**src/lsu_pkg.sv**
```systemverilog
package lsu_pkg;

  // ********************
  // widths and sizes
  // ********************
  localparam int XLEN       = 32;
  localparam int NBYTES     = XLEN / 8;        // byte lanes per word
  localparam int WADDR_W    = XLEN - 2;        // word address bits
  localparam int WBUF_DEPTH = 4;               // also the store-in-flight limit
  localparam int WBUF_CNT_W = 3;
  localparam int FWD_SRCS   = 3 + WBUF_DEPTH;  // dc3, dc4, dc5 plus the buffer

  typedef enum logic [1:0] {
    SZ_BYTE = 2'd0,
    SZ_HALF = 2'd1,
    SZ_WORD = 2'd2
  } lsu_size_e;

  // request as it arrives at dc2
  typedef struct packed {
    logic            valid;
    logic            load;
    logic            store;
    lsu_size_e       size;
    logic [XLEN-1:0] addr;
    logic [XLEN-1:0] data;
  } lsu_req_t;

  // store (or load lookup) placed on the byte lanes of its word
  typedef struct packed {
    logic               valid;
    logic [WADDR_W-1:0] waddr;
    logic [NBYTES-1:0]  byteen;
    logic [XLEN-1:0]    data;
  } store_ent_t;

  typedef struct packed {
    logic               write;
    logic [WADDR_W-1:0] waddr;
    logic [NBYTES-1:0]  byteen;
    logic [XLEN-1:0]    wdata;
  } bus_req_t;

  typedef struct packed {
    logic            valid;
    logic [XLEN-1:0] data;   // right-aligned, zero-extended
  } ld_result_t;

endpackage
```
**src/lsu_bus_intf.sv**
```systemverilog
`timescale 1ns/10ps

module lsu_bus_intf (
  input  logic                     clk,
  input  logic                     rst_n,
  input  lsu_pkg::lsu_req_t        lsu_req,
  input  logic                     bus_ack,
  input  logic [lsu_pkg::XLEN-1:0] bus_rdata,
  output logic                     lsu_ready,
  output logic                     lsu_freeze_dc3,
  output lsu_pkg::ld_result_t      ld_result,
  output logic                     bus_req,
  output lsu_pkg::bus_req_t        bus_pkt
);
  import lsu_pkg::*;

  lsu_req_t                    st_req, ld_req;
  store_ent_t                  st_ent, ld_ent;
  store_ent_t                  dc3_ent, dc4_ent, dc5_ent;
  store_ent_t                  head_ent, miss_req_dc3;
  store_ent_t [WBUF_DEPTH-1:0] buf_ents;
  logic                        room, none_pending, buf_empty;
  logic                        pop, write_done;
  logic                        full_hit_dc3, miss_dc3;
  logic [XLEN-1:0]             fwd_data_dc3;

  assign lsu_ready = ~lsu_freeze_dc3 & room;

  // accepted request split into its store and load view
  always_comb begin
    st_req       = lsu_req;
    st_req.valid = lsu_req.valid & lsu_ready & lsu_req.store;
    ld_req       = lsu_req;
    ld_req.valid = lsu_req.valid & lsu_ready & lsu_req.load;
  end

  lsu_byte_align st_align (.req(st_req), .ent(st_ent));
  lsu_byte_align ld_align (.req(ld_req), .ent(ld_ent));

  lsu_store_pipe store_pipe (
    .clk, .rst_n,
    .in_ent(st_ent), .in_store(st_req.valid), .freeze(lsu_freeze_dc3),
    .dc3_ent, .dc4_ent, .dc5_ent
  );

  lsu_wr_buffer wr_buffer (
    .clk, .rst_n,
    .push_ent(dc5_ent), .pop,
    .head_ent, .ents(buf_ents), .empty(buf_empty)
  );

  lsu_fwd_match fwd_match (
    .clk, .rst_n,
    .ld_req, .ld_ent, .dc3_ent, .dc4_ent, .dc5_ent, .buf_ents,
    .full_hit_dc3, .fwd_data_dc3, .miss_dc3, .miss_req_dc3
  );

  lsu_store_count store_count (
    .clk, .rst_n,
    .inc(st_req.valid), .dec(write_done),
    .room, .none_pending
  );

  lsu_bus_fsm bus_fsm (
    .clk, .rst_n,
    .head_ent, .buf_empty, .miss_dc3, .miss_req_dc3,
    .full_hit_dc3, .fwd_data_dc3, .none_pending, .bus_ack, .bus_rdata,
    .pop, .write_done, .freeze(lsu_freeze_dc3), .bus_req, .bus_pkt, .ld_result
  );

endmodule

```
**src/lsu_bus_fsm.sv**
```systemverilog
`timescale 1ns/10ps

module lsu_bus_fsm (
  input  logic                     clk,
  input  logic                     rst_n,
  input  lsu_pkg::store_ent_t      head_ent,
  input  logic                     buf_empty,
  input  logic                     miss_dc3,
  input  lsu_pkg::store_ent_t      miss_req_dc3,
  input  logic                     full_hit_dc3,
  input  logic [lsu_pkg::XLEN-1:0] fwd_data_dc3,
  input  logic                     none_pending,
  input  logic                     bus_ack,
  input  logic [lsu_pkg::XLEN-1:0] bus_rdata,
  output logic                     pop,
  output logic                     write_done,
  output logic                     freeze,
  output logic                     bus_req,
  output lsu_pkg::bus_req_t        bus_pkt,
  output lsu_pkg::ld_result_t      ld_result
);
  import lsu_pkg::*;

  typedef enum logic [2:0] {
    S_IDLE,
    S_WR_REQ,
    S_WR_ACK_LO,
    S_RD_REQ,
    S_RD_ACK_LO
  } state_e;

  state_e          state, state_nxt;
  logic            miss_pend;   // load waiting for its bus read
  store_ent_t      miss_ent;
  logic            start_rd, start_wr, rd_ack;
  logic            rd_valid_q;
  logic [XLEN-1:0] rd_data_q;
  logic [XLEN-1:0] rd_masked, rd_aligned;
  logic [1:0]      rd_off;

  // a read goes only once every older store is on the bus
  assign start_rd = (state == S_IDLE) & ~bus_ack & miss_pend & none_pending;
  assign start_wr = (state == S_IDLE) & ~bus_ack & ~start_rd & ~buf_empty;
  assign rd_ack   = (state == S_RD_REQ) & bus_ack;

  // ********************
  // next state
  // ********************
  always_comb begin
    state_nxt = state;
    case (state)
      S_IDLE:      if (start_rd) state_nxt = S_RD_REQ;
                   else if (start_wr) state_nxt = S_WR_REQ;
      S_WR_REQ:    if (bus_ack) state_nxt = S_WR_ACK_LO;
      S_WR_ACK_LO: if (!bus_ack) state_nxt = S_IDLE;
      S_RD_REQ:    if (bus_ack) state_nxt = S_RD_ACK_LO;
      S_RD_ACK_LO: if (!bus_ack) state_nxt = S_IDLE;
      default:     state_nxt = S_IDLE;
    endcase
  end

  // lowest enabled lane gives the offset of the load
  always_comb begin
    rd_off = 2'd0;
    for (int b = NBYTES - 1; b >= 0; b--) begin
      if (miss_ent.byteen[b]) rd_off = 2'(b);
    end
    for (int b = 0; b < NBYTES; b++) begin
      rd_masked[8*b +: 8] = bus_rdata[8*b +: 8] & {8{miss_ent.byteen[b]}};
    end
    rd_aligned = rd_masked >> {rd_off, 3'b000};
  end

  always_ff @(posedge clk) begin
    state      <= state_nxt;
    rd_valid_q <= rd_ack;
    if (rd_ack)   miss_pend <= 1'b0;
    if (miss_dc3) miss_pend <= 1'b1;
    if (!rst_n) begin
      state      <= S_IDLE;
      rd_valid_q <= 1'b0;
      miss_pend  <= 1'b0;
    end
  end

  // payload, held steady while bus_req is up
  always_ff @(posedge clk) begin
    if (miss_dc3) miss_ent <= miss_req_dc3;
    if (rd_ack)   rd_data_q <= rd_aligned;  // sampled on the first ack edge
    if (start_wr) begin
      bus_pkt <= '{write: 1'b1, waddr: head_ent.waddr, byteen: head_ent.byteen,
                   wdata: head_ent.data};
    end else if (start_rd) begin
      bus_pkt <= '{write: 1'b0, waddr: miss_ent.waddr, byteen: miss_ent.byteen,
                   wdata: '0};
    end
  end

  assign bus_req    = (state == S_WR_REQ) | (state == S_RD_REQ);
  assign pop        = (state == S_WR_ACK_LO) & ~bus_ack;  // ack fell, write done
  assign write_done = pop;
  assign freeze     = miss_dc3 | miss_pend;

  always_comb begin
    ld_result.valid = full_hit_dc3 | rd_valid_q;
    ld_result.data  = full_hit_dc3 ? fwd_data_dc3 : rd_data_q;
  end

endmodule

```
**src/lsu_store_count.sv**
```systemverilog
`timescale 1ns/10ps

module lsu_store_count (
  input  logic clk,
  input  logic rst_n,
  input  logic inc,           // store accepted
  input  logic dec,           // store written on the bus
  output logic room,
  output logic none_pending
);
  import lsu_pkg::*;

  logic [WBUF_CNT_W-1:0] cnt;

  always_ff @(posedge clk) begin
    if (!rst_n) begin
      cnt <= '0;
    end else begin
      case ({inc, dec})
        2'b10:   cnt <= cnt + 1'b1;
        2'b01:   cnt <= cnt - 1'b1;
        default: cnt <= cnt;  // both or neither
      endcase
    end
  end

  assign room         = (cnt < WBUF_CNT_W'(WBUF_DEPTH));
  assign none_pending = (cnt == '0);

endmodule

```
**src/lsu_wr_buffer.sv**
```systemverilog
`timescale 1ns/10ps

module lsu_wr_buffer (
  input  logic                                         clk,
  input  logic                                         rst_n,
  input  lsu_pkg::store_ent_t                          push_ent,
  input  logic                                         pop,
  output lsu_pkg::store_ent_t                          head_ent,
  output lsu_pkg::store_ent_t [lsu_pkg::WBUF_DEPTH-1:0] ents,
  output logic                                         empty
);
  import lsu_pkg::*;

  store_ent_t [WBUF_DEPTH-1:0] mem;
  logic [WBUF_CNT_W-1:0]       wr_ptr;  // msb is the wrap bit
  logic [WBUF_CNT_W-1:0]       rd_ptr;
  logic [WBUF_CNT_W-1:0]       used;
  logic [WBUF_CNT_W-1:0]       slot;

  // ********************
  // storage and pointers
  // ********************
  always_ff @(posedge clk) begin
    if (push_ent.valid) begin
      mem[wr_ptr[WBUF_CNT_W-2:0]] <= push_ent;
    end
  end

  always_ff @(posedge clk) begin
    if (!rst_n) begin
      wr_ptr <= '0;
      rd_ptr <= '0;
    end else begin
      if (push_ent.valid) wr_ptr <= wr_ptr + 1'b1;
      if (pop)            rd_ptr <= rd_ptr + 1'b1;
    end
  end

  assign used  = wr_ptr - rd_ptr;
  assign empty = (used == '0);

  // rotated view, entry 0 is the oldest
  always_comb begin
    slot = rd_ptr;
    for (int i = 0; i < WBUF_DEPTH; i++) begin
      slot           = rd_ptr + WBUF_CNT_W'(i);
      ents[i]        = mem[slot[WBUF_CNT_W-2:0]];
      ents[i].valid  = (WBUF_CNT_W'(i) < used);  // stale slots never match
    end
  end

  assign head_ent = ents[0];

endmodule

```
**src/lsu_fwd_match.sv**
```systemverilog
`timescale 1ns/10ps

module lsu_fwd_match (
  input  logic                                         clk,
  input  logic                                         rst_n,
  input  lsu_pkg::lsu_req_t                            ld_req,
  input  lsu_pkg::store_ent_t                          ld_ent,
  input  lsu_pkg::store_ent_t                          dc3_ent,
  input  lsu_pkg::store_ent_t                          dc4_ent,
  input  lsu_pkg::store_ent_t                          dc5_ent,
  input  lsu_pkg::store_ent_t [lsu_pkg::WBUF_DEPTH-1:0] buf_ents,  // oldest at 0
  output logic                                         full_hit_dc3,
  output logic [lsu_pkg::XLEN-1:0]                     fwd_data_dc3,
  output logic                                         miss_dc3,
  output lsu_pkg::store_ent_t                          miss_req_dc3
);
  import lsu_pkg::*;

  store_ent_t [FWD_SRCS-1:0] srcs;  // index 0 is the youngest store
  logic [NBYTES-1:0]         byte_hit;
  logic [XLEN-1:0]           fwd_lanes;
  logic [XLEN-1:0]           fwd_data_dc2;
  logic                      ld_go_dc2;
  logic                      full_hit_dc2;

  // age order: pipe first, then buffer youngest to oldest
  always_comb begin
    srcs[0] = dc3_ent;
    srcs[1] = dc4_ent;
    srcs[2] = dc5_ent;
    for (int i = 0; i < WBUF_DEPTH; i++) begin
      srcs[3+i] = buf_ents[WBUF_DEPTH-1-i];
    end
  end

  // ********************
  // per-byte hit and select
  // ********************
  always_comb begin
    byte_hit  = '0;
    fwd_lanes = '0;
    // walk oldest to youngest so the youngest hit is written last
    for (int s = FWD_SRCS - 1; s >= 0; s--) begin
      for (int b = 0; b < NBYTES; b++) begin
        if (srcs[s].valid && (srcs[s].waddr == ld_ent.waddr) &&
            srcs[s].byteen[b] && ld_ent.byteen[b]) begin
          byte_hit[b]         = 1'b1;
          fwd_lanes[8*b +: 8] = srcs[s].data[8*b +: 8];
        end
      end
    end
  end

  assign ld_go_dc2    = ld_req.valid & ld_req.load;
  assign full_hit_dc2 = &(byte_hit | ~ld_ent.byteen);
  // only requested lanes can be nonzero, so the shift also zero-extends
  assign fwd_data_dc2 = fwd_lanes >> {ld_req.addr[1:0], 3'b000};

  always_ff @(posedge clk) begin
    full_hit_dc3      <= ld_go_dc2 & full_hit_dc2;
    miss_dc3          <= ld_go_dc2 & ~full_hit_dc2;  // miss or partial hit
    fwd_data_dc3      <= fwd_data_dc2;
    miss_req_dc3      <= ld_ent;
    miss_req_dc3.data <= '0;
    if (!rst_n) begin
      full_hit_dc3 <= 1'b0;
      miss_dc3     <= 1'b0;
    end
  end

endmodule

```
**src/lsu_store_pipe.sv**
```systemverilog
`timescale 1ns/10ps

module lsu_store_pipe (
  input  logic                clk,
  input  logic                rst_n,
  input  lsu_pkg::store_ent_t in_ent,
  input  logic                in_store,
  input  logic                freeze,
  output lsu_pkg::store_ent_t dc3_ent,
  output lsu_pkg::store_ent_t dc4_ent,
  output lsu_pkg::store_ent_t dc5_ent
);

  // ********************
  // dc3 -> dc4 -> dc5
  // ********************
  always_ff @(posedge clk) begin
    dc3_ent <= in_ent;
    dc4_ent <= dc3_ent;
    dc5_ent <= dc4_ent;

    // bubble into dc3 while frozen, older stores keep draining
    dc3_ent.valid <= in_store & ~freeze;
    dc4_ent.valid <= dc3_ent.valid;
    dc5_ent.valid <= dc4_ent.valid;

    if (!rst_n) begin
      dc3_ent.valid <= 1'b0;
      dc4_ent.valid <= 1'b0;
      dc5_ent.valid <= 1'b0;
    end
  end

endmodule

```
**src/lsu_byte_align.sv**
```systemverilog
`timescale 1ns/10ps

module lsu_byte_align (
  input  lsu_pkg::lsu_req_t   req,
  output lsu_pkg::store_ent_t ent
);
  import lsu_pkg::*;

  logic [NBYTES-1:0] size_mask;
  logic [NBYTES-1:0] byteen;
  logic [XLEN-1:0]   shifted_data;
  logic [XLEN-1:0]   lane_data;

  always_comb begin
    case (req.size)
      SZ_BYTE: size_mask = 4'b0001;
      SZ_HALF: size_mask = 4'b0011;
      default: size_mask = 4'b1111;  // word
    endcase
  end

  // aligned accesses only, so the shift never leaves the word
  assign byteen       = size_mask << req.addr[1:0];
  assign shifted_data = req.data << {req.addr[1:0], 3'b000};

  // lanes outside the enables are cleared
  always_comb begin
    for (int b = 0; b < NBYTES; b++) begin
      lane_data[8*b +: 8] = shifted_data[8*b +: 8] & {8{byteen[b]}};
    end
  end

  always_comb begin
    ent.valid  = req.valid;
    ent.waddr  = req.addr[XLEN-1:2];
    ent.byteen = byteen;
    ent.data   = lane_data;
  end

endmodule

```
**config.mk**
```make
export PLATFORM = sky130hd
export DESIGN_NAME = lsu_bus_intf
export DESIGN_NICKNAME = d
export VERILOG_FILES = /design/src/lsu_pkg.sv /design/src/lsu_bus_intf.sv /design/src/lsu_bus_fsm.sv /design/src/lsu_store_count.sv /design/src/lsu_wr_buffer.sv /design/src/lsu_fwd_match.sv /design/src/lsu_store_pipe.sv /design/src/lsu_byte_align.sv
export SDC_FILE = /design/constraint.sdc
export NUM_CORES = 1
export LEC_CHECK = 0
export BUFFER_PORTS_ARGS = -buffer_cell sky130_fd_sc_hd__clkbuf_2
export CAP_MARGIN = 40
export CELL_PAD_IN_SITES_DETAIL_PLACEMENT = 0
export CELL_PAD_IN_SITES_GLOBAL_PLACEMENT = 2
export CORE_MARGIN = 8
export CORE_UTILIZATION = 48
export CTS_CLUSTER_DIAMETER = 60
export DETAILED_ROUTE_END_ITERATION = 16
export PLACE_DENSITY_LB_ADDON = 0.1
export SETUP_SLACK_MARGIN = 0.5
export SYNTH_ARGS = -nofsm -noshare
export SYNTH_HDL_FRONTEND = slang
export SYNTH_HIERARCHICAL = 1
export SYNTH_SLANG_ARGS = --single-unit
```
**constraint.sdc**
```tcl
create_clock -name clk -period 6.1 [get_ports clk]
set_clock_uncertainty 0.1 [all_clocks]
set_input_delay 1.525 -clock clk [delete_from_list [all_inputs] [get_ports clk]]
set_output_delay 1.525 -clock clk [all_outputs]
set_load 0.1 [all_outputs]
```
==> results of run 1 <==
## power groups by stage
stage,sequential [W],combinational [W],clock (W)
after floorplan,0.00522,0.000335,0
after global placement,0.00518,0.000564,0
after detailed placement,0.00519,0.000566,0
after CTS,0.00509,0.000570,0.00526
after global routing,0.00510,0.000605,0.00543
final,0.00509,0.000577,0.00517
## final timing paths
| path | from | slack [ns] | to |
|---|---|---|---|
| hold / removal | store_pipe/dc4_ent[1] | 0.25 | store_pipe/dc5_ent[1] |
| setup reg to reg | wr_buffer/rd_ptr[0] | 0.84 | fwd_match/fwd_data_dc3[4] |
| setup / recovery | wr_buffer/rd_ptr[0] | 0.84 | fwd_match/fwd_data_dc3[4] |
| hold reg to reg | store_pipe/dc4_ent[1] | 0.25 | store_pipe/dc5_ent[1] |
## metal layers
| metal | vias up | GRT usage | wire length, um |
|---|---|---|---|
| met5 | - | 0 | 0 |
| met4 | 0 | 0.0481 | 1830 |
| met3 | 125 | 0.0540 | 9590 |
| met2 | 1086 | 0.376 | 46200 |
| met1 | 11504 | 0.383 | 47300 |
| li1 | 9613 | - | - |
## stage by stage
| stage | cell area, um^2 | hold slack [ns] | std cells |
|---|---|---|---|
| floorplan | 34400 | 0.223 | 2482 |
| global placement | 34900 | 0.233 | 3398 |
| detailed placement | 35100 | 0.234 | 3407 |
| CTS | 38000 | 0.247 | 3553 |
| global route | 38100 | 0.253 | 3555 |
| finish | 38100 | 0.246 | 3557 |
## cell type report
class	count	area [um^2]
fillers	5964	33200
flip-flops and latches	680	17600
multi-input cells	1457	14500
clock buffers	102	2240
repair buffers	275	1740
well taps	950	1190
clock inverters	44	673
inverters	47	176
diodes	2	5.00
## sequential cells by signal (all words and copies together), names as in the netlist
| signal | flops |
|---|---|
| bus_fsm/bus_pkt | 67 |
| bus_fsm/miss_ent | 34 |
| bus_fsm/miss_pend | 1 |
| bus_fsm/rd_data_q | 32 |
| bus_fsm/rd_valid_q | 1 |
| bus_fsm/state | 3 |
| fwd_match/full_hit_dc3 | 1 |
| fwd_match/fwd_data_dc3 | 32 |
| fwd_match/miss_dc3 | 1 |
| fwd_match/miss_req_dc3 | 34 |
| store_count/cnt | 3 |
| store_pipe/dc3_ent | 67 |
| store_pipe/dc4_ent | 67 |
| store_pipe/dc5_ent | 67 |
| wr_buffer/mem | 264 |
| wr_buffer/rd_ptr | 3 |
| wr_buffer/wr_ptr | 3 |
## what timing repair did
action                                  4_1_cts  5_1_grt
gates resized for setup                       0        3
setup buffers                                 0        2
endpoints found under the setup margin        0        5
==> results by group, run 1 <==
Placement
  • Final GP Congestion: 0.942
  • IO Port Bufs: 206
  • Post-Place Worst Slack: 0.593 ns
  • Post-DP HPWL: 77,200 um

Route
  • Final WL: 105,000 um
  • Routed WL per cell: 29.5 um
  • Total number of vias: 22,328
  • Initial DRC Count: 2,642
  • Vias/cell: 6.28
  • DR DRC count: 0
  • Drt pass-1 iters: 6
  • Routed Antenna Nets: 0

Global route
  • Vias in the first global route: 21,734
  • Initial antenna violation count: 4
  • Global-route wire length before repair: 153,000 um
  • Global route overflow: 0
  • Global router's overall resource usage: 0.253
  • Largest net degree at the start of global routing: 83

Clocking
  • Clock root buffer: clkbuf_16
  • Clock sink total: 680
  • CTS tree: done
  • Depth of the CTS H-tree: 3
  • TritonCTS Buffers: 78
  • Worst-Skew Late Latency: 0.64 ns
  • Clock-pin transition on the worst setup and hold timing paths: 0.06 ns
  • CTS Hold Bufs: 0
  • Clock Path Buffers: 3

Power
  • Sw power: 0.00253 W
  • P_leak: 12.9 nW
  • Total power: 0.0108 W
  • Peak supply drop: 0.210 mV
  • Combinational power share: 0.053
  • Part of the power in registers: 0.470
  • Pint: 0.00831 W
  • Clk pwr share: 0.477
  • Net Sw Frac: 0.233
  • Power density of the placed cells: 285 nW/um^2

Cells and area
  • Layout cells sized above 1: 0.301
  • Layout Nets: 2,652
  • Finished Core Util: 0.534
  • Most common library cell in the layout ignoring fill and taps: edfxtp_1
  • Most frequent cells in the layout: edfxtp_1, dfxtp_1, mux4_2, clkbuf_2, xnor2_1
  • Synth-to-Final Area Change: 10.5%

STA
  • Final TNS setup: 0 ns
  • Final min period: 5.26 ns
  • Rel. slew slack: 0.370
  • RSZ-0062 raised after global routing: false
  • Slew Viols, Final: 0
  • Fin crit share: 0.863
  • Worst-margin pin slew: 0.945 ns
  • Final setup viols: 0
  • Hold Vio Cnt, Final: 0
  • Fin worst setup slack: 0.839 ns
  • Maximum operating frequency: 0.190 GHz

Die
  • Die height: 284 um
  • Starting Density: 0.484
  • # IOs: 207
  • Rows: 98
  • Core area: 71,200 um^2
  • Die X: 284 um
  • Die footprint: 80,600 um^2

Setup path
  • Top cell family by delay on the critical path: simple AND/OR/NAND/NOR gates
  • Reg2Reg Depth: 12
  • Crit path depth: 12
  • CP Data Required Time: 6.51 ns
  • Largest stage delay on the critical path: 0.60 ns
  • Arr. time, crit path: 5.67 ns
  • Critical-path cell list: ha_4 -> buf_12 -> mux4_2 -> xnor2_1 -> nand4_1 -> or4_1 -> or3_1 -> nand3_2 -> nor2_1 -> a221oi_2 -> o21ai_0 -> a2111o_1
  • CP endpoint kind: flip-flop
  • CP max stage cell: ha_4
  • Buf+Inv Stages, Crit Path: 1
  • Worst Path Class, Setup: reg -> reg
  • Crit path launch type: flip-flop
  • Crit-path max FO: 30

Yosys
  • Cell Area, Synth: 34,400 um^2
  • Yosys Warn Count: 6
  • Mean Syn Cell Area: 13.9 um^2
  • Total nets after synthesis: 2,595
  • Cells after Synth: 2,482

Outcome
  • Outcome: finished clean

Worst hold path
  • Worst hold path class: reg -> reg
  • Hold path depth: 0

Run
  • Max Cap Viol: 0
(Power assumes the default switching activity.)
==> run 2: changes to the inputs <==
CORE_ASPECT_RATIO = 0.6   (was unset)
==> results by group, run 2 (same netlist as run 1, synthesis figures left out) <==
Cells and area
  • Fill cells: 5,946 (was 5,964)
  • Max FFs per register: 264 (unchanged)
  • Most frequent cells in the layout: edfxtp_1, dfxtp_1, mux4_2, clkbuf_2, xnor2_1 (unchanged)
  • Most common library cell in the layout ignoring fill and taps: edfxtp_1 (unchanged)
  • Layout Nets: 2,665 (was 2,652)
  • Synth-to-Final Area Change: 8.59% (was 10.5%)
  • Layout cells sized above 1: 0.297 (was 0.301)
  • Finished Core Util: 0.524 (was 0.534)

Clocking
  • CTS Hold Bufs: 0 (unchanged)
  • Clock sink total: 680 (unchanged)
  • TritonCTS Buffers: 69 (was 78)
  • Clock-pin transition on the worst setup and hold timing paths: 0.06 ns (about the same)
  • CTS tree: done (unchanged)
  • Worst-Skew Late Latency: 0.63 ns (was 0.64 ns)
  • Clock root buffer: clkbuf_16 (unchanged)
  • Depth of the CTS H-tree: 3 (unchanged)
  • Clock Path Buffers: 3 (unchanged)

STA
  • RSZ-0062 raised after global routing: false (unchanged)
  • Fin crit share: 0.898 (was 0.863)
  • Final min period: 5.48 ns (was 5.26 ns)
  • Final TNS setup: 0 ns (unchanged)
  • Rel. slew slack: 0.362 (was 0.370)
  • Fin worst setup slack: 0.625 ns (was 0.839 ns)
  • Hold Vio Cnt, Final: 0 (unchanged)
  • Maximum operating frequency: 0.183 GHz (was 0.190 GHz)
  • Final setup viols: 0 (unchanged)
  • Worst-margin pin slew: 0.948 ns (was 0.945 ns)
  • Slew Viols, Final: 0 (unchanged)

Die
  • Die height: 224 um (was 284 um)
  • Starting Density: 0.482 (was 0.484)
  • Die footprint: 80,900 um^2 (was 80,600 um^2)
  • Die X: 362 um (was 284 um)
  • Core area: 71,400 um^2 (was 71,200 um^2)
  • Rows: 76 (was 98)
  • # IOs: 207 (unchanged)

Power
  • Peak supply drop: 0.205 mV (was 0.210 mV)
  • Net Sw Frac: 0.238 (was 0.233)
  • Power density of the placed cells: 265 nW/um^2 (was 285 nW/um^2)
  • Clk pwr share: 0.425 (was 0.477)
  • Part of the power in registers: 0.514 (was 0.470)
  • Combinational power share: 0.061 (was 0.053)
  • P_leak: 12.6 nW (was 12.9 nW)
  • Pint: 0.00755 W (was 0.00831 W)
  • Sw power: 0.00236 W (was 0.00253 W)

Route
  • Initial DRC Count: 3,043 (was 2,642)
  • Drt pass-1 iters: 6 (unchanged)
  • Vias/cell: 6.39 (was 6.28)
  • DR DRC count: 0 (unchanged)
  • Routed Antenna Nets: 0 (unchanged)
  • Final WL: 111,000 um (was 105,000 um)
  • Routed WL per cell: 30.9 um (was 29.5 um)
  • Total number of vias: 22,879 (was 22,328)

Setup path
  • Reg2Reg Setup Slack: 0.62 ns (was 0.84 ns)
  • Buf+Inv Stages, Crit Path: 2 (was 1)
  • Arr. time, crit path: 5.83 ns (was 5.67 ns)
  • CP Data Required Time: 6.45 ns (was 6.51 ns)
  • CP max stage cell: nor4_1 (was ha_4)
  • Crit path launch type: flip-flop (unchanged)
  • Top cell family by delay on the critical path: simple AND/OR/NAND/NOR gates (unchanged)
  • CP endpoint kind: flip-flop (unchanged)
  • Worst Path Class, Setup: reg -> reg (unchanged)
  • Crit-path max FO: 44 (was 30)
  • Largest stage delay on the critical path: 0.81 ns (was 0.60 ns)
  • Critical-path cell list: ha_4 -> buf_12 -> mux4_2 -> xor2_1 -> nor4_1 -> and4_1 -> buf_4 -> and3_1 -> nand2_1 -> o311a_1 -> o31ai_1 -> o22ai_1 -> a211oi_1 (was ha_4 -> buf_12 -> mux4_2 -> xnor2_1 -> nand4_1 -> or4_1 -> or3_1 -> nand3_2 -> nor2_1 -> a221oi_2 -> o21ai_0 -> a2111o_1)

Global route
  • Initial antenna violation count: 8 (was 4)
  • Global router's overall resource usage: 0.267 (was 0.253)
  • Vias in the first global route: 21,312 (was 21,734)
  • Global route overflow: 0 (unchanged)
  • Largest net degree at the start of global routing: 96 (was 83)
  • Global-route wire length before repair: 158,000 um (was 153,000 um)

Outcome
  • Outcome: finished clean (unchanged)

Worst hold path
  • Worst hold path class: reg -> reg (unchanged)

Run
  • Max Cap Viol: 0 (unchanged)

Placement
  • Post-Place Worst Slack: 0.305 ns (was 0.593 ns)
  • Post-DP HPWL: 83,300 um (was 77,200 um)
  • Final GP Congestion: 0.959 (was 0.942)
  • IO Port Bufs: 206 (unchanged)
==> run 2: routing by layer <==
| layer | vias to the layer above | part of all wire | track usage |
|---|---|---|---|
| met5 | - | 0.00012 | 0 |
| met4 | 2 | 0.013 | 0.0405 |
| met3 | 119 | 0.12 | 0.0724 |
| met2 | 1283 | 0.37 | 0.328 |
| met1 | 11835 | 0.49 | 0.458 |
| li1 | 9640 | - | - |
==> run 2: power groups by stage <==
| stage | sequential, W | clock, W | combinational [W] |
|---|---|---|---|
| 2_1_floorplan | 0.00522 | 0 | 0.000335 |
| 3_3_place_gp | 0.00519 | 0 | 0.000586 |
| 3_5_place_dp | 0.00519 | 0 | 0.000587 |
| 4_1_cts | 0.00509 | 0.00429 | 0.000591 |
| 5_1_grt | 0.00511 | 0.00447 | 0.000627 |
| 6_report | 0.00510 | 0.00421 | 0.000605 |
==> run 2: path summary, 6_finish.rpt <==
| path | startpoint | endpoint | cells after the start |
|---|---|---|---|
| max reg2reg | wr_buffer/rd_ptr[0] | fwd_match/fwd_data_dc3[0] | 13 |
| max | wr_buffer/rd_ptr[0] | fwd_match/fwd_data_dc3[0] | 13 |
| min reg2reg | store_pipe/dc4_ent[3] | store_pipe/dc5_ent[3] | 0 |
| min | store_pipe/dc4_ent[3] | store_pipe/dc5_ent[3] | 0 |
==> run 2: layout make-up <==
| type | instances | area [um^2] | share of cell area |
|---|---|---|---|
| flip-flops and latches | 680 | 17600 | 0.470 |
| multi-input cells | 1457 | 14500 | 0.387 |
| clock inverters | 27 | 221 | 0.00592 |
| well taps | 975 | 1220 | 0.0326 |
| diodes | 1 | 2.50 | 0.0000669 |
| repair buffers | 297 | 1770 | 0.0474 |
| inverters | 47 | 176 | 0.00472 |
| clock buffers | 95 | 1970 | 0.0526 |
==> run 2: through the flow <==
stage	cells	hold slack, ns	cell area, um^2	total power (W)
finish	3579	0.245	37400	0.00991
global route	3578	0.253	37400	0.0102
CTS	3576	0.247	37400	0.00997
detailed placement	3454	0.232	35200	0.00578
global placement	3446	0.231	35100	0.00577
floorplan	2482	0.223	34400	0.00556
==> run 2: timing repair <==
action                     CTS  global route
gates cloned                 0             0
setup buffers                0             1
setup endpoints to repair    3             2
gates resized for setup      1             0
pin swaps                    0             1
